--- src/logic/spmm_pkg.sv ---
`default_nettype none

package spmm_pkg;

    // matrix size and nonzero capacity of one tile
    localparam int N = 8;
    localparam int LG_N = 3;
    localparam int DATA_W = 8;
    // wide enough to hold the value N
    localparam int PTR_W = LG_N + 1;

    // transfer shape
    localparam int BLOCK_ROWS = 4;
    localparam int N_BLOCKS = N / BLOCK_ROWS;

    // edges from the start strobe to the first result block
    localparam int OUT_LATENCY = LG_N + 2;
    localparam int BUSY_CYCLES = OUT_LATENCY + N_BLOCKS;

    typedef logic [DATA_W-1:0] data_t;
    typedef data_t [N-1:0] data_vec_t;

    typedef data_vec_t [BLOCK_ROWS-1:0] rhs_block_t;
    typedef data_vec_t [BLOCK_ROWS-1:0] out_block_t;
    typedef data_vec_t [N-1:0] rhs_matrix_t;

    // compressed-row tile
    typedef struct packed {
        logic [N-1:0][PTR_W-1:0] row_end;
        logic [N-1:0][LG_N-1:0] col_idx;
        data_vec_t value;
    } lhs_tile_t;

    // bit k marks the first nonzero of a row
    typedef logic [N-1:0] seg_flags_t;

    // which scan entry closes each row
    typedef struct packed {
        logic [N-1:0][LG_N-1:0] end_idx;
        logic [N-1:0] empty;
    } row_map_t;

    typedef data_vec_t col_results_t;

endpackage

`default_nettype wire
--- src/logic/result_buffer.sv ---
`timescale 1ns/1ns
`default_nettype none

module result_buffer import spmm_pkg::*; (
    input  wire logic                   clock,
    input  wire logic                   reset,
    input  wire logic                   map_valid,
    input  wire col_results_t [N-1:0]   col_results,
    output logic                        out_valid,
    output out_block_t                  out_block
);

    // result matrix by row
    data_vec_t [N-1:0] result_rows;
    logic [$clog2(N_BLOCKS)-1:0] blk_cnt;

    // columns arrive together and are stored transposed
    always_ff @(posedge clock or posedge reset) begin
        if (reset) begin
            result_rows <= '0;
        end else if (map_valid) begin
            for (int r = 0; r < N; r++) begin
                for (int c = 0; c < N; c++) begin
                    result_rows[r][c] <= col_results[c][r];
                end
            end
        end
    end

    // block 0 goes out on the capture edge
    always_ff @(posedge clock or posedge reset) begin
        if (reset) begin
            out_valid <= 1'b0;
            blk_cnt <= '0;
        end else if (map_valid) begin
            out_valid <= 1'b1;
            blk_cnt <= '0;
        end else if (out_valid) begin
            if (blk_cnt == N_BLOCKS - 1) begin
                out_valid <= 1'b0;
                blk_cnt <= '0;
            end else begin
                blk_cnt <= blk_cnt + 1'b1;
            end
        end
    end

    // current four rows
    always_comb begin
        for (int i = 0; i < BLOCK_ROWS; i++) begin
            out_block[i] = result_rows[blk_cnt * BLOCK_ROWS + i];
        end
    end

endmodule

`default_nettype wire

--- config.mk ---
export PLATFORM = sky130hd
export DESIGN_NAME = result_buffer
export DESIGN_NICKNAME = d
export VERILOG_FILES = /design/src/logic/spmm_pkg.sv /design/src/logic/result_buffer.sv
export SDC_FILE = /design/constraint.sdc
export NUM_CORES = 1
export LEC_CHECK = 0
export BUFFER_PORTS_ARGS = -buffer_cell sky130_fd_sc_hd__buf_2
export CAP_MARGIN = 25
export CORE_MARGIN = 10
export CORE_UTILIZATION = 26
export CTS_CLUSTER_DIAMETER = 150
export DETAILED_ROUTE_END_ITERATION = 10
export PLACE_DENSITY = 0.48
export SYNTH_ARGS = -nofsm -noshare
export SYNTH_HDL_FRONTEND = slang
export SYNTH_SLANG_ARGS = --single-unit
--- constraint.sdc ---
create_clock -name clock -period 34.9 [get_ports clock]
set_clock_uncertainty 0.1 [all_clocks]
set_input_delay 0 -clock clock [delete_from_list [all_inputs] [get_ports clock]]
set_output_delay 0 -clock clock [all_outputs]
set_load 0.02 [all_outputs]
==> results.sh, run 1 <==
export IMPL_io_buffers=771
export IMPL_io_pins=772
export IMPL_netlist_top_cells_area="dfrtp_1, mux2_4, mux2_2"
export IMPL_synth_area_mm2=0.0243
export IMPL_postCtsHoldBufs=688
export IMPL_ys_async_sr_fraction=1.00
export IMPL_seq_area_frac_synth=0.530
export IMPL_start_util=0.261
export IMPL_synth_commonest_cells="dfrtp_1, mux2_4, mux2_2"
export IMPL_synth_cell_types=11
export IMPL_dp_final_hpwl_um=57400
export IMPL_gp_congestion=0.810
export IMPL_place_area_mm2=0.0289
export IMPL_ys_flop_type="dfrtp_1"
export IMPL_ys_ff_latch=514
export IMPL_post_cts_buffers=0
export IMPL_num_rows=112
export IMPL_root_buffer="clkbuf_16"
export IMPL_outcome="did not finish"
export IMPL_cts_buffer_depth=3
export IMPL_synthesis_nets=1888
export IMPL_synth_top_area_cell="dfrtp_1"
export IMPL_cts_buffers=58
export IMPL_die_w_um=326
export IMPL_syn_avg_cell_area_um2=17.7
export IMPL_cts_sinks=514
export IMPL_lastStage="clock tree synthesis"
export IMPL_synth_edf_count=0
export IMPL_yosysMostFrequentCell="dfrtp_1"
export IMPL_post_cts_resized=0
export IMPL_error="[ERROR RSZ-0060] Max buffer count reached."
export IMPL_synth_top_area_frac=0.530
export IMPL_h_tree_depth=2
export IMPL_die_h_um=326
export IMPL_yosysWarnings=0
export IMPL_syn_inst=1373
==> through the flow <==
| step | hold slack, ns | setup WS [ns] | cells |
|---|---|---|---|
| global placement | 0.132 | 29.84 | 3330 |
| floorplan | 0.0480 | 20.44 | 1373 |
| detailed placement | 0.134 | 29.73 | 3330 |
==> cell families after synthesis <==
family | count (synthesis) | synth area share
AOI/OAI and AO/OA | 1 | 0.000309
xor gates and xnor gates | 1 | 0.000361
buffers and inverters | 88 | 0.0408
DFF | 514 | 0.530
muxes | 768 | 0.429
and+or+nand+nor | 1 | 0.000154
==> run 2: changes to the inputs <==
--- a/config.mk
+++ b/config.mk
@@ -8,10 +8,9 @@
 export BUFFER_PORTS_ARGS = -buffer_cell sky130_fd_sc_hd__buf_2
 export CAP_MARGIN = 25
 export CORE_MARGIN = 10
-export CORE_UTILIZATION = 26
-export CTS_CLUSTER_DIAMETER = 150
+export CORE_UTILIZATION = 20
 export DETAILED_ROUTE_END_ITERATION = 10
-export PLACE_DENSITY = 0.48
+export PLACE_DENSITY_LB_ADDON = 0.15
 export SYNTH_ARGS = -nofsm -noshare
 export SYNTH_HDL_FRONTEND = slang
 export SYNTH_SLANG_ARGS = --single-unit
==> run 2 against run 1 <==
Net effect: the run now ends clean; area after synthesis is the same; synthesized cell count is the same.
==> results.sh, run 2 <==
export IMPL_r2r_cells=2
export IMPL_h_tree_depth=3
export IMPL_die_h_um=368
export IMPL_antenna_found_initial=20
export IMPL_fmax_mhz=236
export IMPL_vias=17100
export IMPL_worst_pin_slew_ns=1.10
export IMPL_die_area_mm2=0.136
export IMPL_die_w_um=368
export IMPL_crit_reg2reg_capture="result_rows[136]"
export IMPL_hold_depth=3
export IMPL_hold_ws_ns=0.0551
export IMPL_clk_latency_ns=0.60
export IMPL_synth_cell_types=11
export IMPL_period_share=0.121
export IMPL_reg_largest_list="result_rows (512), blk_cnt (1), out_valid (1)"
export IMPL_synthesis_nets=1888
export IMPL_netlist_top_cells_area="dfrtp_1, mux2_4, mux2_2"
export IMPL_cts_tree="built"
export IMPL_area_delta_synth_final_pct=57.8
export IMPL_grt_pass1_vias=19900
export IMPL_cts_sinks=514
export IMPL_synth_commonest_cells="dfrtp_1, mux2_4, mux2_2"
export IMPL_num_rows=127
export IMPL_grt_max_degree=128
export IMPL_slew_headroom=0.268
export IMPL_synth_edf_count=0
export IMPL_root_buffer="clkbuf_16"
export IMPL_first_iter_violations=664
export IMPL_p_per_area_mw_per_mm2=49.0
export IMPL_syn_inst=1373
export IMPL_cts_buffer_depth=3
export IMPL_synth_top_area_frac=0.530
export IMPL_crit_path_max_fanout=88
export IMPL_detail_route_wl_per_cell_um=19.1
export IMPL_fillerInstances=12000
export IMPL_io_buffers=771
export IMPL_outcome="complete, no violations"
export IMPL_final_common_cell="buf_2"
export IMPL_wl_um=85700
export IMPL_synth_top_area_cell="dfrtp_1"
export IMPL_cts_clk_slew_worst_paths_ns=0.06
export IMPL_fin_crit_ns=4.24
export IMPL_peakVddDrop_uv=31.2
export IMPL_arrival_ns=4.74
export IMPL_post_cts_buffers=0
export IMPL_whs_endpoint="result_rows[236]"
export IMPL_post_cts_resized=0
export IMPL_ys_ff_latch=514
export IMPL_largest_register_ffs=512
export IMPL_cap_violations=0
export IMPL_synth_top_family_by_area="multiplexers"
export IMPL_hp_start="col_results[348]"
export IMPL_synth_fa_ha_area_frac=0
export IMPL_seq_area_frac_synth=0.530
export IMPL_place_area_mm2=0.0293
export IMPL_critPathRequiredTime_ns=35.41
export IMPL_overflow=0
export IMPL_ys_flop_type="dfrtp_1"
export IMPL_final_cell_mix="buf_2, dlygate4sd3_1, dfrtp_1"
export IMPL_grt_util_all_layers=0.122
export IMPL_drive_above_1_share=0.571
export IMPL_min_path_type="in2reg"
export IMPL_setup_viol=0
export IMPL_ant_nets=0
export IMPL_start_kind="input port"
export IMPL_synth_compound_area_frac=0.000309
export IMPL_cts_buffers=68
export IMPL_regMostFlops="result_rows"
export IMPL_io_pins=772
export IMPL_synth_xor_area_frac=0.000361
export IMPL_r2r_slack_ns=33.44
export IMPL_critPathKind="in2async"
export IMPL_syn_avg_cell_area_um2=17.7
export IMPL_synthMuxAreaShare=0.429
export IMPL_crit_path_end_kind="asynchronous set/reset pin"
export IMPL_yosysWarnings=0
export IMPL_fin_area_mm2=0.0383
export IMPL_synth_area_mm2=0.0243
export IMPL_coreArea_mm2=0.120
export IMPL_power_mw=1.88
export IMPL_p_leak_nw=18.0
export IMPL_gp_congestion=0.790
export IMPL_dp_final_hpwl_um=60200
export IMPL_drv_slew=0
export IMPL_postCtsHoldBufs=683
export IMPL_rr_startpoint="result_rows[136]"
export IMPL_dr_pass1_iters=4
export IMPL_tns_ns=0
export IMPL_rsz0062_at_grt="false"
export IMPL_drcViolationCount=0
export IMPL_grt_pass1_wl_um=130000
export IMPL_yosys_area_share_simple=0.000155
export IMPL_fin_nets=3344
export IMPL_yosysMostFrequentCell="dfrtp_1"
export IMPL_hold_viol_final=0
export IMPL_viasPerCell=3.80
export IMPL_ys_async_sr_fraction=1.00
export IMPL_start_util=0.202
run 2: power breakdown:
group / switching, mW / internal [mW]
Clock: 0.276 / 0.387
Combinational: 0.245 / 0.274
Sequential: 0.0387 / 0.657
Total: 0.559 / 1.32
run 2: logic make-up after synthesis:
kind of cell              after synthesis
muxes                                 768
DFF                                   514
and+or+nand+nor                         1
AOI/OAI and AO/OA                       1
buffers and inverters                  88
xor gates and xnor gates                1
run 2: final cells by class:
cell class                      instances  area [um2]  area share
Clock buffer                           99        1950      0.0509
Clock inverter                         12         113     0.00294
Sequential cell                       514       12900       0.336
Timing Repair Buffer                 1472       10900       0.284
Multi-Input combinational cell        771       10400       0.272
Tap cell                             1612        2020      0.0527
Antenna cell                           12        30.0    0.000784
Inverter                                2        15.0    0.000392
run 2: through the flow:
stage | std cells | setup slack, ns | utilization
after CTS | 4481 | 30.21 | 0.318
after global placement | 3687 | 30.83 | 0.244
final | 4494 | 30.66 | 0.318
after detailed placement | 3687 | 30.70 | 0.244
after floorplan | 1373 | 20.44 | -
after global routing | 4490 | 30.03 | 0.318
run 2: how the worst max path moves through the flow:
stage | start | to | slack (ns) | depth (start not counted)
6_report | reset | result_rows[495] | 30.66 | 9
5_1_grt | reset | result_rows[495] | 30.03 | 9
4_1_cts | reset | result_rows[495] | 30.21 | 8
3_5_place_dp | reset | result_rows[0] | 30.70 | 6
3_3_place_gp | map_valid | result_rows[330] | 30.83 | 5
2_1_floorplan | reset | blk_cnt | 20.44 | 1
run 2: per-layer routing:
metal	share of wire	global-route usage	wire, um
met1	0.43	0.153	37200
met3	0.079	0.0445	6760
met5	0.0013	0	115
met2	0.46	0.196	39400
met4	0.026	0.0376	2230
run 2: critical path: stages:
cell           delay, ns
dlygate4sd3_1       0.53
buf_2               0.12
dlygate4sd3_1       0.63
inv_8               0.42
buf_4               0.72
buf_4               0.42
buf_16              0.31
buf_4               0.57
buf_4               0.80
Power figures use the tool's default switching activity.
==> run 3: changes to the inputs <==
==> constraint.sdc (replaced) <==
create_clock -name clock -period 3.5 [get_ports clock]
set_clock_uncertainty 0.1 [all_clocks]
set_input_delay 0 -clock clock [delete_from_list [all_inputs] [get_ports clock]]
set_output_delay 0 -clock clock [all_outputs]
set_load 0.02 [all_outputs]
==> run 3 against run 2 <==
Net effect: the run now fails in clock tree synthesis; synthesized cell count unchanged; area after synthesis unchanged.
==> results.sh, run 3 <==
export IMPL_die_w_um=368
export IMPL_outcome="did not finish"
export IMPL_start_util=0.202
export IMPL_synth_top_area_cell="dfrtp_1"
export IMPL_cts_sinks=514
export IMPL_post_cts_buffers=0
export IMPL_h_tree_depth=3
export IMPL_gp_congestion=0.815
export IMPL_synth_area_mm2=0.0243
export IMPL_error="[ERROR RSZ-0060] Max buffer count reached."
export IMPL_synth_cell_types=11
export IMPL_synthesis_nets=1888
export IMPL_cts_buffer_depth=3
export IMPL_ys_flop_type="dfrtp_1"
export IMPL_post_cts_resized=0
export IMPL_synth_edf_count=0
export IMPL_yosysWarnings=0
export IMPL_ys_ff_latch=514
export IMPL_synth_top_area_frac=0.530
export IMPL_cts_buffers=68
export IMPL_root_buffer="clkbuf_16"
export IMPL_dp_final_hpwl_um=64500
export IMPL_synth_commonest_cells="dfrtp_1, mux2_4, mux2_2"
export IMPL_num_rows=127
export IMPL_ys_async_sr_fraction=1.00
export IMPL_io_buffers=771
export IMPL_syn_inst=1373
export IMPL_yosysMostFrequentCell="dfrtp_1"
export IMPL_syn_avg_cell_area_um2=17.7
export IMPL_netlist_top_cells_area="dfrtp_1, mux2_4, mux2_2"
export IMPL_postCtsHoldBufs=769
export IMPL_lastStage="clock tree synthesis"
export IMPL_die_h_um=368
export IMPL_seq_area_frac_synth=0.530
export IMPL_io_pins=772
export IMPL_place_area_mm2=0.0297
run 3: cell counts after synthesis:
Identical to the previous run, type by type.
run 3: logic make-up after synthesis:
kind of cell | Yosys count | synth area share
AOI/OAI and AO/OA | 1 | 0.000309
xor gates and xnor gates | 1 | 0.000361
buffers and inverters | 88 | 0.0408
DFF | 514 | 0.530
muxes | 768 | 0.429
and+or+nand+nor | 1 | 0.000154
run 3: per-stage QoR:
step | TNS [ns] | cells | util | hold WS [ns] | worst slack, ns
floorplan | -1840.27 | 1373 | - | 0.0480 | -3.58
global placement | 0 | 3716 | 0.247 | 0.0351 | 1.47
detailed placement | 0 | 3716 | 0.247 | 0.0287 | 1.43
