`src/logic/spmm_pkg.sv`:
```
`default_nettype none

package spmm_pkg;

    // matrix size and nonzero capacity of one tile
    localparam int N = 8;
    localparam int LG_N = 3;
    localparam int DATA_W = 8;
    // wide enough to hold the value N
    localparam int PTR_W = LG_N + 1;

    // transfer shape
    localparam int BLOCK_ROWS = 4;
    localparam int N_BLOCKS = N / BLOCK_ROWS;

    // edges from the start strobe to the first result block
    localparam int OUT_LATENCY = LG_N + 2;
    localparam int BUSY_CYCLES = OUT_LATENCY + N_BLOCKS;

    typedef logic [DATA_W-1:0] data_t;
    typedef data_t [N-1:0] data_vec_t;

    typedef data_vec_t [BLOCK_ROWS-1:0] rhs_block_t;
    typedef data_vec_t [BLOCK_ROWS-1:0] out_block_t;
    typedef data_vec_t [N-1:0] rhs_matrix_t;

    // compressed-row tile
    typedef struct packed {
        logic [N-1:0][PTR_W-1:0] row_end;
        logic [N-1:0][LG_N-1:0] col_idx;
        data_vec_t value;
    } lhs_tile_t;

    // bit k marks the first nonzero of a row
    typedef logic [N-1:0] seg_flags_t;

    // which scan entry closes each row
    typedef struct packed {
        logic [N-1:0][LG_N-1:0] end_idx;
        logic [N-1:0] empty;
    } row_map_t;

    typedef data_vec_t col_results_t;

endpackage

`default_nettype wire
```
`src/logic/rhs_store.sv`:
```
`timescale 1ns/1ns
`default_nettype none

module rhs_store import spmm_pkg::*; (
    input  wire logic        clock,
    input  wire logic        reset,
    input  wire logic        rhs_load,
    input  wire rhs_block_t  rhs_block,
    input  wire logic        lhs_start,
    output logic             rhs_ready,
    output logic             lhs_ready,
    output logic             lhs_accept,
    output rhs_matrix_t      rhs_matrix
);

    typedef logic [$clog2(BUSY_CYCLES+1)-1:0] busy_cnt_t;
    typedef logic [$clog2(N_BLOCKS+1)-1:0] space_cnt_t;

    logic [$clog2(N_BLOCKS)-1:0] blk_cnt;
    logic full;
    busy_cnt_t busy_cnt;
    space_cnt_t space_cnt;

    // no reload while a tile is in flight
    assign rhs_ready = (busy_cnt == '0);
    assign lhs_ready = full && (blk_cnt == '0) && (space_cnt == '0);
    assign lhs_accept = lhs_start && lhs_ready;

    // block writes and full flag
    always_ff @(posedge clock or posedge reset) begin
        if (reset) begin
            blk_cnt <= '0;
            full <= 1'b0;
            rhs_matrix <= '0;
        end else if (rhs_load && rhs_ready) begin
            for (int i = 0; i < BLOCK_ROWS; i++) begin
                rhs_matrix[blk_cnt * BLOCK_ROWS + i] <= rhs_block[i];
            end
            if (blk_cnt == N_BLOCKS - 1) begin
                blk_cnt <= '0;
                full <= 1'b1;
            end else begin
                blk_cnt <= blk_cnt + 1'b1;
                // first block of a reload
                if (blk_cnt == '0) begin
                    full <= 1'b0;
                end
            end
        end
    end

    // in-flight window and start spacing
    always_ff @(posedge clock or posedge reset) begin
        if (reset) begin
            busy_cnt <= '0;
            space_cnt <= '0;
        end else if (lhs_accept) begin
            busy_cnt <= busy_cnt_t'(BUSY_CYCLES);
            space_cnt <= space_cnt_t'(N_BLOCKS - 1);
        end else begin
            if (busy_cnt != '0) begin
                busy_cnt <= busy_cnt - 1'b1;
            end
            if (space_cnt != '0) begin
                space_cnt <= space_cnt - 1'b1;
            end
        end
    end

endmodule

`default_nettype wire

```
`config.mk`:
```
export PLATFORM = sky130hd
export DESIGN_NAME = rhs_store
export DESIGN_NICKNAME = d
export VERILOG_FILES = /design/src/logic/spmm_pkg.sv /design/src/logic/rhs_store.sv
export SDC_FILE = /design/constraint.sdc
export NUM_CORES = 1
export LEC_CHECK = 0
export BUFFER_PORTS_ARGS = -buffer_cell sky130_fd_sc_hd__buf_2
export CAP_MARGIN = 20
export CORE_AREA = 2 2 303 305
export CTS_CLUSTER_SIZE = 25
export DETAILED_ROUTE_END_ITERATION = 6
export DIE_AREA = 0 0 305 307
export GPL_TIMING_DRIVEN = 0
export HOLD_SLACK_MARGIN = 0.02
export SYNTH_ARGS = -nofsm -noshare
export SYNTH_HDL_FRONTEND = slang
export SYNTH_SLANG_ARGS = --single-unit
```
`constraint.sdc`:
```
create_clock -name clock -period 24.3 [get_ports clock]
set_input_delay 6.075 -clock clock [delete_from_list [all_inputs] [get_ports clock]]
set_output_delay 6.075 -clock clock [all_outputs]
set_load 0.03 [all_outputs]
```
# Yosys cells after proc, flatten, opt, wreduce, memory -nomap -nowiden
# Index checks and enable logic that the tools add are counted.
dict set report op_classes {
  n_addsub 6
  order_cmp 8
  muxes 18
  bitwise 1
  n_reduce_logical 14
}
# operator count
set op_table {}
lappend op_table {{$bwmux 512} 4}
lappend op_table {{$demux 64 s3} 3}
lappend op_table {{$mux 64} 4}
lappend op_table {{$demux 64 s1} 1}
lappend op_table {{$ge 4x1->1 const B} 3}
lappend op_table {{$lt 4x4->1 const B} 3}
lappend op_table {{$add 3x2->4 const B} 2}
lappend op_table {{$logic_and 1x1->1} 8}
lappend op_table {{$mux 3} 2}
lappend op_table {{$reduce_bool 2->1} 3}
lappend op_table {{$add 3x1->4 const B} 1}
lappend op_table {{$lt 3x4->1 const B} 1}
lappend op_table {{$mux 2} 2}
lappend op_table {{$ge 3x1->1 const B} 1}
lappend op_table {{$logic_not 3->1} 1}
lappend op_table {{$reduce_bool 3->1} 1}
lappend op_table {{$sub 3x1->3 const B} 1}
lappend op_table {{$logic_not 2->1} 1}
lappend op_table {{$mux 1} 2}
lappend op_table {{$sub 2x1->2 const B} 1}
lappend op_table {{$add 1x1->1 const B} 1}
lappend op_table {{$not 1->1} 1}
dict set report totals {
  ff_bits 519
  in_bits 260
  out_inout_bits 515
  word_cells 115
}

# Logic depth before layout (Yosys ltp)
# Gate-level depths: netlist of run 1.
dict set report depth {
  word_depth 8
  depth_mapped 8
  ltp_nobuf 6
}

# Worst setup path before layout of run 1
# No wires, ideal clock.
dict set report synth_path {
  path_type {input port to output port}
  from {in lhs_start}
  to {out lhs_accept}
  t_arrival_ns 6.397
  required_time_ns 18.225
  setup_slack_ns 11.828
  path_stages 2
  path_buffers 0
  cell_sequence {nand2_1 inv_1}
}
dict set report synth_via {
  elab_chain_cells 1
}
# element line
set synth_rtl {}
lappend synth_rtl {{start, declared} rhs_store.sv:9} ;# input wire logic lhs_start,
lappend synth_rtl {{$logic_and 1x1->1} rhs_store.sv:27} ;# assign lhs_accept = lhs_start && lhs_ready;
lappend synth_rtl {{end, declared} rhs_store.sv:12} ;# output logic lhs_accept,
# No other way between the ends.

# Worst setup path in the final report of run 1
# Same ends and word-level chain as after synthesis.

==> impl_metrics.py, run 1 <==
metrics = {
    "sta": {
        "fin_crit_sh_pct": 52.3,
        "setup_viol": 0,
        "period_needed_ns": 12.71,
        "hold_ws_ns": 0.478,
        "fmax_mhz": 78.7,
        "hold_viol": 0,
        "finClkSkew_ns": 0.0152,
        "tightest_slew_ns": 0.649,
        "rsz0062_at_grt": "false",
        "slew_headroom_pct": 56.7,
        "final_max_slew_viol_count": 0,
    },
    "setup_path": {
        "criticalPathCategory": "primary input to output pin",
        "crit_path_end": "lhs_accept",
        "r2r_start": "busy_cnt[0]$_DFFE_PP0P_",
        "crit_top_cell": "buf_2",
        "rrSetupSlack_ns": 21.99,
        "cp_slowest_stage_delay_ns": 0.25,
        "worstPathMaxFanout": 5,
        "startpoint": "lhs_start",
        "reg2reg_depth": 7,
        "crit_path_end_kind": "output pin",
        "slowest_stage": "buf_2",
        "worstPathCellList": "buf_2 > nand2_1 > inv_1 > buf_2",
        "r2r_end": "rhs_matrix[175]$_DFFE_PP0P_",
        "crit_required_ns": 18.22,
        "arrival_ns": 6.63,
        "startpoint_type": "primary input",
    },
    "pwr": {
        "p_leak_nw": 14.4,
        "peakVddDrop_v": 0.0000932,
        "seqPwrFrac_pct": 33.4,
        "power.density_mw_per_mm2": 163,
        "p_switching_w": 0.00190,
        "combPwrFrac_pct": 46.7,
        "p_clk_share_pct": 19.9,
        "switching_share_pct": 41.9,
        "power.internal_w": 0.00263,
    },
    "synthesis": {
        "async_flop_share_pct": 100,
        "synth-seq-area-share_pct": 63.7,
        "yosys.area.top_type": "dfrtp_1",
        "ys_warn_count": 0,
        "synth_seq_cells": 519,
        "yosysTopAreaCellShare_pct": 63.7,
        "synthesis.nets": 1380,
        "synthCells": 1117,
        "synth_area_leaders": "dfrtp_1 (64%), mux2_4 (18%), mux2_2 (14%)",
        "ys_top_cells_by_count": "dfrtp_1 (519), mux2_2 (256), mux2_4 (240)",
        "synth_top_flop_cell": "dfrtp_1",
        "yosysMostFrequentCell": "dfrtp_1",
        "postSynthAreaPerCell_sq_um": 18.2,
        "synth_edf_count": 0,
        "synth_area_sq_mm": 0.0204,
        "synth.distinct_cells": 22,
    },
    "grt": {
        "grt_max_degree": 118,
        "grt_pass1_wl_mm": 89.2,
        "grt_pass1_vias": 13500,
        "antenna_found_initial": 6,
        "overflow": 0,
        "gr-usage-all-layers_pct": 12.6,
    },
    "floorplanning": {
        "core-area_sq_mm": 0.0907,
        "initial_core_util_pct": 22.5,
        "rows": 111,
        "dieArea_sq_mm": 0.0936,
        "die_w_um": 305,
        "pin_count": 775,
        "die_h_um": 307,
    },
    "cts": {
        "cts_htree_levels": 2,
        "clkTransAtPathRegs_ns": 0.05,
        "cts_root_buf": "clkbuf_16",
        "cts_hold_buf": 0,
        "cts_tree": "yes",
        "numCtsBuffers": 58,
        "numClockSinks": 519,
        "cts_resized": 0,
        "clock_latency_ns": 0.62,
        "cts_max_path_buffers": 3,
        "post_cts_buffers": 0,
    },
    "place": {
        "place_congestion": 0.782,
        "dp_cells": 3082,
        "port_buffers": 774,
        "dp_hpwl_mm": 45.7,
    },
    "cells_and_area": {
        "finalNonFillerCells": 3186,
        "drive_above_1_share_pct": 71.3,
        "finalNetCount": 2219,
        "final_util_pct": 30.7,
        "fill_cells": 9107,
        "area_growth_syn_to_layout_pct": 36.7,
    },
    "drt": {
        "route.detailed.drc": 0,
        "vias_per_cell": 3.96,
        "drtIter0Drc": 559,
        "wl_per_cell_um": 19.0,
        "vias": 12600,
        "final_antenna_net_count": 0,
        "wl_mm": 60.6,
        "drtPass1Iterations": 4,
    },
    "min_path": {
        "min_path_type": "flip-flop to flip-flop",
    },
    "run": {
        "max_cap_viol_count": 0,
    },
    "status": {
        "outcome": "completed",
    },
}
-- power groups by stage --
stage          registers [W]  clock network, W  logic (W)
3_5_place_dp         0.00152                 0    0.00215
4_1_cts              0.00152          0.000932    0.00215
6_report             0.00151          0.000902    0.00212
2_1_floorplan        0.00235                 0   0.000636
5_1_grt              0.00157          0.000967    0.00222
3_3_place_gp         0.00152                 0    0.00213
-- worst max-delay path, delay by kind of cell --
kind	cells	cell delay, ns
buffers and inverters	3	0.44
and+or+nand+nor	1	0.12
-- metal layers --
layer	wire, um	vias to the layer above	global-route usage [%]
met2	29600	542	21.2
li1	-	5621	-
met3	5070	99	4.45
met4	1740	6	4.03
met5	44	-	0
met1	24100	6336	14.9
-- area by class of cell --
| type | instances | area, sq um | share of cell area (%) |
|---|---|---|---|
| Tap cell | 1186 | 1480 | 5.33 |
| Sequential cell | 519 | 13000 | 46.6 |
| Clock buffer | 86 | 1730 | 6.20 |
| Timing Repair Buffer | 779 | 4010 | 14.4 |
| Multi-Input combinational cell | 535 | 6840 | 24.5 |
| Clock inverter | 17 | 243 | 0.871 |
| Inverter | 6 | 30.0 | 0.108 |
| Buffer | 57 | 533 | 1.91 |
| Antenna cell | 1 | 2.50 | 0.00898 |
-- kinds of logic (layout without fill, tap and decap cells) --
group	Yosys count	count (layout)	synth area share (%)
flops	519	519	63.7
mux	513	513	32.8
buf+inv	63	945	2.73
simple gates	13	13	0.375
fa+ha+maj	3	3	0.184
compound gates	3	3	0.0921
xor+xnor	3	3	0.129
other cells	0	1	0
-- sequential cells by signal, indices dropped and copies added (netlist names) --
register    flops
blk_cnt         1
busy_cnt        3
full            1
rhs_matrix    512
space_cnt       2
-- cell usage in the layout, fill, tap and decap left out, drive strengths merged --
| master | Yosys | routed |
|---|---|---|
| diode | 0 | 1 |
| nor2 | 3 | 3 |
| o211ai | 1 | 1 |
| clkinvlp | 0 | 1 |
| buf | 57 | 836 |
| xnor2 | 2 | 2 |
| o22ai | 1 | 1 |
| nand2 | 6 | 6 |
| bufinv | 0 | 5 |
| dfrtp | 519 | 519 |
| clkinv | 0 | 10 |
| nor2b | 1 | 1 |
| xor2 | 1 | 1 |
| mux2i | 1 | 1 |
| mux2 | 512 | 512 |
| nand3 | 1 | 1 |
| clkbuf | 0 | 86 |
| a21oi | 1 | 1 |
| nand3b | 1 | 1 |
| and3b | 1 | 1 |
| inv | 6 | 7 |
| ha | 3 | 3 |
-- metrics by stage --
step	total power, W	setup TNS (ns)	instance area [sq um]	setup WS (ns)
3_5_place_dp	0.00366	0	25900	11.57
4_1_cts	0.00460	0	27900	11.57
3_3_place_gp	0.00364	-1453.52	25700	-2.94
6_report	0.00454	0	27900	11.59
5_1_grt	0.00475	0	27900	11.51
2_1_floorplan	0.00298	0	20400	3.73
-- worst min path at each step --
stage,startpoint,endpoint,slack (ns),depth (start not counted)
floorplan,full$_DFFE_PP0P_,full$_DFFE_PP0P_,0.45,2
global placement,rhs_matrix[96]$_DFFE_PP0P_,rhs_matrix[96]$_DFFE_PP0P_,0.46,1
detailed placement,rhs_matrix[110]$_DFFE_PP0P_,rhs_matrix[110]$_DFFE_PP0P_,0.47,1
CTS,rhs_matrix[113]$_DFFE_PP0P_,rhs_matrix[113]$_DFFE_PP0P_,0.48,1
global route,rhs_matrix[110]$_DFFE_PP0P_,rhs_matrix[110]$_DFFE_PP0P_,0.49,1
finish,rhs_matrix[112]$_DFFE_PP0P_,rhs_matrix[112]$_DFFE_PP0P_,0.48,1
Note: power is estimated with default switching activity, not from simulation.
==> run 2, diff against run 1 <==
Clock period 24.3 ns to 13.11 ns, I/O delays scaled along.
==> run 2 against run 1 <==
First-iteration DRC count up 4.1%. Non-clock buffer count is 9 higher. Clock skew is 0.0010 ns higher. Combinational power up 86%.
==> impl_metrics.py, run 2 (synthesis gave the netlist of run 1 again) <==
metrics = {
    "place": {
        "port_buffers": 774,
        "place_congestion": 0.768,
        "dp_hpwl_mm": 47.6,
    },
    "cells_and_area": {
        "seqCellArea_sq_mm": 0.0130,
        "reg.largest.list": "rhs_matrix: 512 flops, busy_cnt: 3 flops, space_cnt: 2 flops",
        "regMostFlops": "rhs_matrix",
        "finalNetCount": 2226,
        "largest_reg_flops": 512,
        "final_cell_mix": "buf_2 (777), dfrtp_1 (519), mux2_2 (256), mux2_4 (240), clkbuf_16 (57)",
        "drive_above_1_share_pct": 71.2,
        "area_growth_syn_to_layout_pct": 37.0,
        "multiInputGateArea_sq_mm": 0.00684,
        "layout_commonest_cell": "buf_2",
        "fill_cells": 9129,
    },
    "cts": {
        "cts_tree": "yes",
        "cts_resized": 0,
        "post_cts_buffers": 0,
        "clock_latency_ns": 0.61,
        "cts_max_path_buffers": 3,
        "numClockSinks": 519,
        "numCtsBuffers": 56,
        "cts_hold_buf": 0,
        "cts_htree_levels": 2,
        "clkTransAtPathRegs_ns": 0.06,
        "cts_root_buf": "clkbuf_16",
    },
    "sta": {
        "setup_viol": 0,
        "slew_headroom_pct": 43.1,
        "fmax_mhz": 140,
        "finClkSkew_ns": 0.0162,
        "hold_ws_ns": 0.479,
        "tightest_slew_ns": 0.851,
        "period_needed_ns": 7.13,
        "fin_crit_sh_pct": 54.4,
        "finalSetupTns_ns": 0,
        "rsz0062_at_grt": "false",
        "hold_viol": 0,
        "final_max_slew_viol_count": 0,
    },
    "floorplanning": {
        "dieArea_sq_mm": 0.0936,
        "pin_count": 775,
        "die_w_um": 305,
        "core-area_sq_mm": 0.0907,
        "initial_core_util_pct": 22.5,
        "rows": 111,
        "die_h_um": 307,
    },
    "pwr": {
        "power.density_mw_per_mm2": 300,
        "p_leak_nw": 14.5,
        "peakVddDrop_v": 0.000161,
    },
    "min_path": {
        "min_path_type": "flip-flop to flip-flop",
        "whs_path_depth": 1,
    },
    "drt": {
        "wl_per_cell_um": 19.4,
        "final_antenna_net_count": 0,
        "vias": 12700,
        "wl_mm": 62.0,
        "drtIter0Drc": 582,
        "vias_per_cell": 3.96,
        "route.detailed.drc": 0,
        "drtPass1Iterations": 4,
    },
    "setup_path": {
        "path_depth": 4,
        "cp_slowest_stage_delay_ns": 0.20,
        "worstPathMaxFanout": 5,
        "worstPathCellList": "buf_2 > nand2_1 > inv_1 > buf_2",
        "crit_required_ns": 9.83,
        "crit_family": "buffers and inverters",
        "crit_top_cell": "buf_2",
        "slowest_stage": "buf_2",
        "reg2reg_depth": 7,
        "arrival_ns": 3.85,
        "crit_path_end_kind": "output pin",
        "criticalPathCategory": "primary input to output pin",
        "crit_buf_inv": 3,
        "startpoint_type": "primary input",
    },
    "grt": {
        "grt_pass1_vias": 13400,
        "overflow": 0,
        "grt_pass1_wl_mm": 90.7,
        "antenna_found_initial": 13,
        "gr-usage-all-layers_pct": 12.8,
        "grt_max_degree": 42,
    },
    "run": {
        "max_cap_viol_count": 0,
    },
    "status": {
        "outcome": "completed",
    },
}
==> run 2: changes by cell type in the layout (fill, tap and decap cells not counted), sizes merged <==
cell      previous run  this run
clkinvlp             1         2
clkbuf              86        91
inv                  7         6
diode                1         4
bufinv               5         4
buf                836       845
clkinv              10         4
==> run 2: metrics by stage <==
step	setup slack (ns)	util (%)	instances	power, W	area, sq um
CTS	5.97	30.8	3192	0.00849	27900
finish	5.98	30.8	3196	0.00838	27900
global placement	-0.736	28.4	3077	0.00676	25700
global route	5.91	30.8	3196	0.00877	27900
detailed placement	5.97	28.7	3091	0.00680	26000
floorplan	2.78	-	1117	0.00553	20400
==> run 2: routing by layer <==
metal | share of wire (%) | up-vias | GRT usage [%]
met5 | 0.055 | - | 0
met1 | 39 | 6417 | 14.7
met2 | 51 | 493 | 22.4
li1 | - | 5648 | -
met4 | 2.9 | 6 | 4.89
met3 | 7.3 | 103 | 3.86
==> run 2: layout make-up <==
type / count / area share [%]
diodes: 4 / 0.0359
plain buffers: 57 / 1.91
clock buffers: 91 / 6.21
clock inverters: 10 / 0.560
inverters: 6 / 0.0941
multi-input cells: 535 / 24.5
flip-flops and latches: 519 / 46.5
well taps: 1186 / 5.31
repair buffers: 788 / 14.9
==> run 2: path summary, 6_finish.rpt <==
path,from,endpoint,slack (ns)
max,lhs_start,lhs_accept,5.98
min,rhs_matrix[112]$_DFFE_PP0P_,rhs_matrix[112]$_DFFE_PP0P_,0.48
max reg2reg,busy_cnt[0]$_DFFE_PP0P_,rhs_matrix[175]$_DFFE_PP0P_,10.78
min reg2reg,rhs_matrix[112]$_DFFE_PP0P_,rhs_matrix[112]$_DFFE_PP0P_,0.48
max in group asynchronous,reset,rhs_matrix[297]$_DFFE_PP0P_,8.00
min in group asynchronous,reset,rhs_matrix[421]$_DFFE_PP0P_,2.83
==> run 2: power breakdown <==
part / total, W / internal (W) / switching [W]
logic: 0.00394 / 0.00149 / 0.00245
clock network: 0.00163 / 0.000975 / 0.000655
registers: 0.00281 / 0.00239 / 0.000416
==> run 2: worst register-to-register path, delay by kind of cell, from the launching register on <==
family / cells / cell delay (ns)
DFF: 1 / 0.36
buffers and inverters: 3 / 0.82
adders and majority gates: 1 / 0.19
and+or+nand+nor: 2 / 0.47
muxes: 1 / 0.38
