--- src/logic/spmm_pkg.sv ---
`default_nettype none

package spmm_pkg;

    // matrix size and nonzero capacity of one tile
    localparam int N = 8;
    localparam int LG_N = 3;
    localparam int DATA_W = 8;
    // wide enough to hold the value N
    localparam int PTR_W = LG_N + 1;

    // transfer shape
    localparam int BLOCK_ROWS = 4;
    localparam int N_BLOCKS = N / BLOCK_ROWS;

    // edges from the start strobe to the first result block
    localparam int OUT_LATENCY = LG_N + 2;
    localparam int BUSY_CYCLES = OUT_LATENCY + N_BLOCKS;

    typedef logic [DATA_W-1:0] data_t;
    typedef data_t [N-1:0] data_vec_t;

    typedef data_vec_t [BLOCK_ROWS-1:0] rhs_block_t;
    typedef data_vec_t [BLOCK_ROWS-1:0] out_block_t;
    typedef data_vec_t [N-1:0] rhs_matrix_t;

    // compressed-row tile
    typedef struct packed {
        logic [N-1:0][PTR_W-1:0] row_end;
        logic [N-1:0][LG_N-1:0] col_idx;
        data_vec_t value;
    } lhs_tile_t;

    // bit k marks the first nonzero of a row
    typedef logic [N-1:0] seg_flags_t;

    // which scan entry closes each row
    typedef struct packed {
        logic [N-1:0][LG_N-1:0] end_idx;
        logic [N-1:0] empty;
    } row_map_t;

    typedef data_vec_t col_results_t;

endpackage

`default_nettype wire
--- src/logic/pe_column.sv ---
`timescale 1ns/1ns
`default_nettype none

module pe_column import spmm_pkg::*; (
    input  wire logic        clock,
    input  wire logic        reset,
    input  wire logic        lhs_accept,
    input  wire lhs_tile_t   lhs_tile,
    input  wire data_vec_t   rhs_col,
    input  wire seg_flags_t  seg_flags,
    input  wire row_map_t    row_map,
    output col_results_t     col_results
);

    data_vec_t products;
    data_vec_t sums;

    // one multiplier per nonzero with the result kept modulo 256
    always_ff @(posedge clock or posedge reset) begin
        if (reset) begin
            products <= '0;
        end else if (lhs_accept) begin
            for (int k = 0; k < N; k++) begin
                products[k] <= data_t'(lhs_tile.value[k] * rhs_col[lhs_tile.col_idx[k]]);
            end
        end
    end

    segmented_reducer reducer0 (
        .clock  (clock),
        .reset  (reset),
        .values (products),
        .heads  (seg_flags),
        .sums   (sums)
    );

    // row sum sits at the row's last nonzero
    always_comb begin
        for (int r = 0; r < N; r++) begin
            if (row_map.empty[r]) begin
                col_results[r] = '0;
            end else begin
                col_results[r] = sums[row_map.end_idx[r]];
            end
        end
    end

endmodule

`default_nettype wire

--- src/logic/segmented_reducer.sv ---
`timescale 1ns/1ns
`default_nettype none

module segmented_reducer import spmm_pkg::*; (
    input  wire logic        clock,
    input  wire logic        reset,
    input  wire data_vec_t   values,
    input  wire seg_flags_t  heads,
    output data_vec_t        sums
);

    // stage 0 is the input and stage LG_N the last register
    data_vec_t stage_val [LG_N+1];
    seg_flags_t stage_head [LG_N+1];

    assign stage_val[0] = values;
    assign stage_head[0] = heads;

    for (genvar s = 0; s < LG_N; s++) begin : gen_stage
        // distance 1, 2, 4
        localparam int DIST = 1 << s;

        always_ff @(posedge clock or posedge reset) begin
            int left;
            if (reset) begin
                stage_val[s+1] <= '0;
                stage_head[s+1] <= '0;
            end else begin
                for (int k = 0; k < N; k++) begin
                    left = (k >= DIST) ? k - DIST : k;
                    if (k >= DIST && !stage_head[s][k]) begin
                        // still inside the segment so pull in the left partial
                        stage_val[s+1][k] <= stage_val[s][k] + stage_val[s][left];
                        stage_head[s+1][k] <= stage_head[s][left];
                    end else begin
                        stage_val[s+1][k] <= stage_val[s][k];
                        stage_head[s+1][k] <= stage_head[s][k];
                    end
                end
            end
        end
    end

    // entry k holds its row's sum up to k
    assign sums = stage_val[LG_N];

endmodule

`default_nettype wire

--- config.mk ---
export PLATFORM = sky130hd
export DESIGN_NAME = pe_column
export DESIGN_NICKNAME = d
export VERILOG_FILES = /design/src/logic/spmm_pkg.sv /design/src/logic/pe_column.sv /design/src/logic/segmented_reducer.sv
export SDC_FILE = /design/constraint.sdc
export NUM_CORES = 1
export LEC_CHECK = 0
export BUFFER_PORTS_ARGS = -buffer_cell sky130_fd_sc_hd__buf_2
export CAP_MARGIN = 25
export CORE_UTILIZATION = 50
export CTS_CLUSTER_SIZE = 12
export DETAILED_ROUTE_END_ITERATION = 16
export PLACE_DENSITY_LB_ADDON = 0.15
export SYNTH_ARGS = -nofsm -noshare
export SYNTH_HDL_FRONTEND = slang
export SYNTH_HIERARCHICAL = 1
export SYNTH_SLANG_ARGS = --single-unit
--- constraint.sdc ---
create_clock -name clock -period 8.4 [get_ports clock]
set_clock_uncertainty 0.05 [all_clocks]
set_input_delay 0.42 -clock clock [delete_from_list [all_inputs] [get_ports clock]]
set_output_delay 0.42 -clock clock [all_outputs]
set_load 0.05 [all_outputs]
== After elaboration in Yosys (flattened, before gate mapping) ==
Index checks and enable logic that the tools add are counted.

* Add/subtract/negate cells: 17
* $mul: 8
* Magnitude comparators: 16
* Muxes and demuxes: 70

{| class="wikitable"
|+ Operators by type and width
! operator !! count
|-
| $bmux 8 s3 || 16
|-
| $mux 8 || 41
|-
| $add 8x8->8 || 17
|-
| $lt 3x4->1 const B || 16
|-
| $mul 8x8->8 || 8
|-
| $mux 1 || 13
|}

* Flip-flop bits (word level): 272
* Bits of input ports: 227
* Output and inout port bits: 64
* Word-level logic and storage cells: 145

== Logic depth before layout (Yosys ltp) ==
Gate-level depths: netlist of run 1.

* Depth after elaboration: 3
* Depth in mapped cells: 21

== Hierarchy ==
Netlist of run 1, hierarchy kept.

{| class="wikitable"
|+ By module, submodules not included
! module !! times used !! cells each !! area each (um2) !! sequential area each (um2)
|-
| pe_column || 1 || 1613 || 17525.6 || 1601.5
|-
| segmented_reducer || 1 || 1293 || 12724.7 || 5054.8
|}

== Worst setup path after synthesis of run 1 ==
OpenSTA, ideal clock, no wires.

* Kind: input -> register
* Start: input lhs_tile[69] in the netlist's numbering
* End: register products[15] in the netlist's numbering
* Arrival: 5.070 ns
* Data required time: 8.225 ns
* Slack: 3.156 ns
* Stages: 19
* Path through: buf_2 -> buf_4 -> mux2i_1 -> and3_1 -> nor4_1 -> nand2_1 -> fa_1 -> fa_1 -> inv_1 -> fa_1 -> inv_1 -> fa_1 -> inv_1 -> ha_1 -> a21oi_1 -> xnor2_1 -> xnor2_1 -> xnor3_1 -> mux2_2

* Word-level cells in the longest chain between the ends: 3

{| class="wikitable"
|+ Ends and longest elaborated chain
! item !! line !! source
|-
| start, declared || pe_column.sv:8 || <nowiki>input wire lhs_tile_t lhs_tile,</nowiki>
|-
| $bmux 8 s3 || pe_column.sv:24 || <nowiki>products[k] <= data_t'(lhs_tile.value[k] * rhs_col[lhs_tile.col_idx[k]]);</nowiki>
|-
| $mux 8 (not written as such) || pe_column.sv:24 ||
|-
| $mul 8x8->8 || pe_column.sv:24 ||
|-
| end signal, assigned by index || pe_column.sv:24 ||
|-
| end, declared || pe_column.sv:15 || <nowiki>data_vec_t products;</nowiki>
|}

No other way between the ends. The select of a mux whose other input is x is not followed.
A chain may end at the register's enable or synchronous reset.

== Worst setup path in the final report of run 1 ==
Same ends and word-level chain as after synthesis.

==> qor.csv, run 1 <==
stage,metric,value,unit
outcome,outcome,finished with violations,
outcome,violated checks,negative hold slack,
routing,vias per cell,6.05,
clock_network,CTS buffer count,27,
clock_network,clk sinks,266,
place,number of port buffers,257,
die,Rows,89,
die,Chip Height,248,um
synth,Post-Synth Adder-Cell Area,17.7,%
synth,leading area contributor after synthesis,dfrtp_1,
die,I/O pin cnt,291,
synth,post-synthesis cell type count,57,
power,logic gate share of total power,62.7,%
die,Core Region,59400,um2
synth,Synth Area in Compound Gates,9.98,%
synth,"top cells by area, synth","dfrtp_1, mux4_2, ha_1, fa_1, mux2_2",
synth,Synth Area in XOR/XNOR,5.39,%
clock_network,clock transition at the registers of the reported paths,60,ps
synth,mux share of post-synthesis cell area,26.8,%
power,Static Leak,14.7,nW
critical_path,CP endpoint kind,flop,
critical_path,Worst Path Required,8780,ps
routing,Routed Antenna Nets,0,
grt,gr ovfl total,0,
critical_path,crit-path max FO,17,
timing,RSZ-0062 raised after global routing,no,
synth,syn_area_per_cell,10.4,um2
synth,main combinational cell family by area after synthesis,multiplexers,
power,sw power,4.71,mW
timing,Slew @ Worst Pin,1080,ps
synth,top_reg_cell synth,dfrtp_1,
synth,YS warnings,6,
synth,asr flop ratio synth,100,%
timing,final worst slack,3140,ps
clock_network,post_cts resized,0,
power,internal power,5.53,mW
grt,first-pass GRT wire length,130,mm
synth,syn_nets,3493,
critical_path,Crit path arrival time,5640,ps
timing,period utilisation layout,62.7,%
grt,largest net degree at the start of global routing,129,
clock_network,Root Driver,clkbuf_16,
timing,Final Max Tran Viols,0,
timing,endpoints failing hold,10,
routing,Vias,22900,
clock_network,setup repair bufs after CTS,0,
synth,sequential-to-total area share from yosys stat,22.0,%
critical_path,CP Class,input port to flop,
timing,Worst slew margin,25.8,%
cells_and_area,layout cells sized above 1,22.9,%
die,Die ar.,61500,um2
synth,Netlist Area Pre-Place,30300,um2
clock_network,clk_lat worst skew,560,ps
synth,Post-Synth Simple-Gate Area,11.7,%
place,GPL Wtd Cong,0.971,
job,number of max-cap violations,0,
routing,DR iter-0 viols,1541,
timing,final setup violation count,0,
grt,number of global-route vias before repair,23100,
timing,Max Clk Rate,0.190,GHz
clock_network,clock buffer depth,3,
grt,antenna violations before repair,12,
synth,Post-Syn Instances,2906,
timing,minimum clock period,5260,ps
cells_and_area,"non-filler cells, final",3790,
power,Max VDD drop,0.000186,V
clock_network,hold_buf cts,0,
power,Clock power frac,10.7,%
synth,Post-synth EDFFs,0,
power,Power Dens Cells,317,nW/um2
clock_network,H-tree level count,1,
timing,hold_ws,-27.1,ps
cells_and_area,Final #Nets,3586,
power,Flop pwr share,26.6,%
place,# placed instances,3743,
critical_path,Worst Setup Start Kind,input port,
place,dpl ws,2580,ps
synth,register bit total from synthesis,266,
clock_network,TritonCTS clock tree,built,
place,DPL Wire Length,65.0,mm
routing,first drt pass iteration count,5,
routing,drt wl/cell,21.5,um
die,Initial Util,51.0,%
critical_path,R2R depth,6,
routing,Remaining DRCs,0,
power,switch share,46.0,%
synth,area fraction of the dominant cell type after synthesis,22.0,%
worst_hold_path,HP Class,input port to asynchronous set/reset pin,
grt,GRT Total Usage,27.1,%
timing,setup TNS,0,ps
routing,WL final,81.6,mm
cells_and_area,Area Overhead vs Synth,6.75,%
die,Die Wd,248,um
==> stage by stage <==
stage	power (mW)	util, %	cell area (um2)	hold WS [ps]
after floorplan	7.62	-	30300	310
after global placement	8.88	53.0	31500	337
after detailed placement	9.09	53.0	31500	339
after CTS	10.3	54.4	32300	18.9
after global routing	11.1	54.4	32300	71.4
final	10.2	54.4	32300	-27.1
==> state kept, by name (all words and copies together) (netlist names) <==
signal	cells
reducer0/stage_head	10
reducer0/stage_val	128
reducer0/sums	64
products	64
==> final timing paths <==
| check | slack (ps) | to | start |
|---|---|---|---|
| worst min register to register | 350 | reducer0/sums[5]$_DFF_PP0_ | reducer0/stage_val[69]$_DFF_PP0_ |
| worst min-delay path | -30 | reducer0/stage_val[191]$_DFF_PP0_ | reset |
| min in group clock | 130 | products[60]$_DFFE_PP0P_ | lhs_accept |
| max in group asynchronous | 6800 | reducer0/stage_val[78]$_DFF_PP0_ | reset |
| worst max register to register | 6040 | reducer0/stage_val[191]$_DFF_PP0_ | products[49]$_DFFE_PP0P_ |
| worst max-delay path | 3140 | products[15]$_DFFE_PP0P_ | lhs_tile[69] |
==> metal layers <==
| metal | up-vias | track usage, % | wire [um] |
|---|---|---|---|
| li1 | 10600 | - | - |
| met1 | 11200 | 33.0 | 31100 |
| met2 | 992 | 47.3 | 40600 |
| met3 | 184 | 3.24 | 5620 |
| met4 | 10 | 13.8 | 4230 |
| met5 | - | 0 | 65 |
==> layout by cell type (no fill, tap or decap), types with 27 or more instances in the layout <==
master / Yosys / routed
o21bai_1: 32 / 32
mux2_2: 142 / 142
nor2_1: 202 / 202
o21ai_0: 102 / 102
nor3b_1: 29 / 29
a21o_1: 50 / 50
xor2_1: 44 / 44
nand2_1: 224 / 224
and2_1: 107 / 107
nor2b_1: 76 / 76
mux2i_1: 124 / 124
ha_1: 247 / 247
mux4_2: 226 / 226
a21oi_1: 77 / 77
dfrtp_1: 266 / 266
clkbuf_16: 0 / 27
xnor2_1: 111 / 111
inv_1: 236 / 234
a211oi_1: 51 / 51
nand2b_1: 30 / 30
fa_1: 113 / 113
buf_2: 20 / 256
==> Yosys cell counts, types with 30 or more instances <==
cell / count
xnor2_1: 111
a21oi_1: 77
fa_1: 113
xor2_1: 44
nor2_1: 202
o21ai_0: 102
ha_1: 247
nor2b_1: 76
mux2i_1: 124
a211oi_1: 51
mux4_2: 226
buf_4: 66
and2_1: 107
buf_1: 34
nand2_1: 224
nand2b_1: 30
mux2_2: 142
a21o_1: 50
clkbuf_1: 73
o21bai_1: 32
dfrtp_1: 266
inv_1: 236
==> power by group through the flow <==
stage | combinational (mW) | sequential (mW) | clock [mW]
2_1_floorplan | 5.47 | 2.15 | 0
5_1_grt | 7.15 | 2.80 | 1.19
3_5_place_dp | 6.35 | 2.73 | 0
4_1_cts | 6.40 | 2.71 | 1.14
6_report | 6.42 | 2.72 | 1.10
3_3_place_gp | 6.18 | 2.70 | 0
==> area by class of cell <==
class                      count  area [um2]
antenna                        7        17.5
clock buffer                  37         773
clock inverter                 3        18.8
fill                        5178       27100
inverter                     236         893
multi-input combinational   2206       21600
sequential                   266        6660
tap                          773         967
timing repair buffer         262        1320
==> worst max-delay path: stages <==
cell,delay [ps]
buf_2,340
mux2i_1,120
and3_1,200
nor4_1,680
nand2_1,170
fa_1,450
fa_1,550
inv_1,50
fa_1,470
inv_1,60
fa_1,530
inv_1,40
ha_1,310
a21oi_1,180
xnor2_1,180
xnor2_1,150
xnor3_1,470
mux2_2,280
==> logic make-up after synthesis <==
family	count (synthesis)
AO/OA/AOI/OAI	451
XOR/XNOR	167
adder cells (fa/ha/maj)	360
buffers and inverters	434
flip-flops	266
multiplexers	502
AND/OR/NAND/NOR	726
Power figures use the tool's default switching activity.
==> run 2: changes to the inputs <==
- ABC_AREA: not set -> 1
- clock period: 8.4 -> 4.96 ns (I/O delays scaled with it)
==> qor.csv, run 2 <==
stage,metric,value,unit,change
synth,"top cells by count, synth","nand2_1, inv_1, nand3_1",,
synth,sequential-to-total area share from yosys stat,20.9,%,-1.1 points
synth,YS warnings,6,,unchanged
critical_path,"Top cell by count, worst path",nand2_1,,
die,I/O pin cnt,291,,unchanged
die,Initial Util,50.5,%,-0.43 points
timing,Max Clk Rate,0.227,GHz,
timing,final setup violation count,0,,unchanged
synth,syn_area_per_cell,6.37,um2,-39%
routing,first drt pass iteration count,6,,+1
place,Post-DP Area,34100,um2,+8.2%
die,Die Wd,255,um,+2.6%
clock_network,clk_lat worst skew,580,ps,+20 ps
routing,Vias,33700,,+47%
synth,top_reg_cell synth,dfrtp_1,,
die,Chip Height,255,um,+2.6%
critical_path,Worst path slowest cell,fa_1,,
power,Static Leak,19.0,nW,+29%
routing,WL final,115,mm,+41%
cells_and_area,area occupied by registers,6660,um2,unchanged
critical_path,CP Class,input port to flop,,
cells_and_area,Multi-input gate area,21100,um2,-2.4%
critical_path,crit-path max FO,5,,-12
critical_path,Worst Path Required,5380,ps,-3400 ps
clock_network,H-tree level count,1,,unchanged
routing,DR iter-0 viols,3379,,+120%
critical_path,CP endpoint kind,flop,,
cells_and_area,"commonest non-fill, non-tap cell in the layout",nand2_1,,
timing,period utilisation layout,88.8,%,
outcome,outcome,"complete, no violations",,
clock_network,CTS buffer count,30,,+11%
synth,area fraction of the dominant cell type after synthesis,20.9,%,-1.1 points
synth,"top cells by area, synth","dfrtp_1, nand2_1, ha_1, inv_1, nand3_1",,
timing,endpoints failing hold,0,,-10
die,Core Region,63100,um2,+6.3%
synth,post-synthesis cell type count,35,,-39%
synth,leading area contributor after synthesis,dfrtp_1,,
synth,Post-Syn Instances,5008,,+72%
clock_network,TritonCTS clock tree,built,,
timing,Slew @ Worst Pin,944,ps,-138 ps
cells_and_area,Final #Nets,5788,,+61%
grt,antenna violations before repair,7,,-5
clock_network,setup repair bufs after CTS,0,,unchanged
synth,Post-synth EDFFs,0,,unchanged
routing,Remaining DRCs,0,,unchanged
clock_network,Root Driver,clkbuf_16,,
synth,cell with the most instances after synthesis,nand2_1,,
clock_network,clk sinks,266,,unchanged
die,Rows,92,,+3.4%
cells_and_area,Area Overhead vs Synth,10.1,%,
place,DPL Wire Length,91.4,mm,+41%
clock_network,clock transition at the registers of the reported paths,70,ps,about the same
synth,register bit total from synthesis,266,,unchanged
timing,Final Max Tran Viols,0,,unchanged
timing,RSZ-0062 raised after global routing,no,,
worst_hold_path,HP Class,input port to flop,,
critical_path,Worst Setup Start Kind,input port,,
routing,drt wl/cell,18.9,um,-12%
clock_network,clock buffer depth,3,,unchanged
cells_and_area,"non-filler cells, final",6072,,+60%
cells_and_area,Finished Cell Area,35100,um2,+8.7%
synth,syn_nets,5595,,+60%
die,Die ar.,64800,um2,+5.3%
grt,number of global-route vias before repair,30800,,+33%
cells_and_area,Fillers,6463,,+25%
critical_path,max incr delay on CP,510,ps,-170 ps
timing,minimum clock period,4400,ps,
cells_and_area,most frequent cells in the layout,"nand2_1, inv_1, nand3_1",,
routing,Routed Antenna Nets,0,,unchanged
routing,vias per cell,5.55,,-8.2%
job,number of max-cap violations,0,,unchanged
power,Max VDD drop,0.000297,V,+60%
timing,setup TNS,0,ps,unchanged
cells_and_area,Largest register FFs,128,,unchanged
critical_path,Crit path arrival time,4830,ps,-810 ps
cells_and_area,layout cells sized above 1,10.1,%,-13 points
synth,Netlist Area Pre-Place,31900,um2,+5.4%
grt,gr ovfl total,0,,unchanged
grt,GRT Total Usage,35.2,%,+8.1 points
place,# placed instances,6007,,+60%
timing,Worst slew margin,37.1,%,+11 points
synth,asr flop ratio synth,100,%,unchanged
grt,first-pass GRT wire length,175,mm,+35%
cells_and_area,Top reg by flops,reducer0/stage_val,,
grt,largest net degree at the start of global routing,146,,+13%
place,GPL Wtd Cong,1.08,,+11%
place,number of port buffers,257,,unchanged
power,Power Dens Cells,453,nW/um2,+43%
run 2: changes by cell type in the layout (fill, tap and decap cells not counted), sizes merged, moves of 166 or more:
cell   delta
mux4    -230
a21oi   +208
inv     +439
nand2  +1242
buf     +166
o21ai   +387
nand3   +479
run 2: final cells by class:
cell class                      count  share of cell area [%]
Inverter                          684                    7.34
Clock inverter                      9                   0.160
Multi-Input combinational cell   3783                    60.2
Sequential cell                   266                    19.0
Clock buffer                       44                    2.58
Antenna cell                        4                  0.0285
Timing Repair Buffer              436                    7.73
Tap cell                          846                    3.02
run 2: final timing paths:
| check | startpoint | endpoint | slack, ps | cells past startpoint |
|---|---|---|---|---|
| max | rhs_col[10] | products[47]$_DFFE_PP0P_ | 560 | 31 |
| min | lhs_tile[40] | products[40]$_DFFE_PP0P_ | 40 | 3 |
| max reg2reg | products[48]$_DFFE_PP0P_ | reducer0/stage_val[182]$_DFF_PP0_ | 2860 | 11 |
| min reg2reg | reducer0/stage_val[90]$_DFF_PP0_ | reducer0/sums[26]$_DFF_PP0_ | 340 | 0 |
| max in group asynchronous | reset | products[21]$_DFFE_PP0P_ | 3710 | 4 |
| min in group asynchronous | reset | reducer0/stage_val[187]$_DFF_PP0_ | 370 | 4 |
run 2: repair_timing:
action / 4_1_cts / 5_1_grt
resized for setup: 0 / 0
hold buffers: 8 / 0
hold endpoints to repair: 311 / 0
endpoints found under the setup margin: 0 / 0
run 2: critical path, delay by kind of cell:
kind,cells,cell delay [ps]
AND/OR/NAND/NOR,16,1190
adder cells (fa/ha/maj),5,2150
AO/OA/AOI/OAI,1,130
XOR/XNOR,1,210
buffers and inverters,8,910
run 2: layer usage:
| metal | vias to the layer above | GRT usage, % | wire length [um] |
|---|---|---|---|
| met4 | 10 | 20.2 | 7200 |
| met2 | 1449 | 59.3 | 53500 |
| met1 | 15300 | 43.3 | 45700 |
| met5 | - | 0 | 60 |
| met3 | 382 | 4.72 | 8420 |
| li1 | 16600 | - | - |
run 2: power by group:
part	total [mW]	internal, mW	switching, mW	leakage (nW)
Clock	2.16	1.25	0.902	0.470
Combinational	9.35	3.54	5.80	15.3
Sequential	4.39	3.00	1.38	3.25
Total	15.9	7.80	8.09	19.0
run 2: per-stage QoR:
step                setup WS (ps)  hold slack [ps]  total power, mW  utilization (%)
finish                        555             38.8             15.9             55.7
global placement            -19.6              321             13.4             54.0
CTS                           593             10.9             15.8             55.6
global route                  105             52.9             17.5             55.6
floorplan                     226              310             11.0                -
detailed placement          -12.6              331             13.6             54.0
run 2: kinds of logic (layout without fill, tap and decap cells):
family	after synthesis	in the layout	share of synthesized area, %
simple gates	2384	2384	31.2
other cells	0	4	0
flops	266	266	20.9
xor+xnor	43	43	1.18
fa+ha+maj	360	360	16.8
compound gates	996	996	17.1
buf+inv	959	1173	12.8
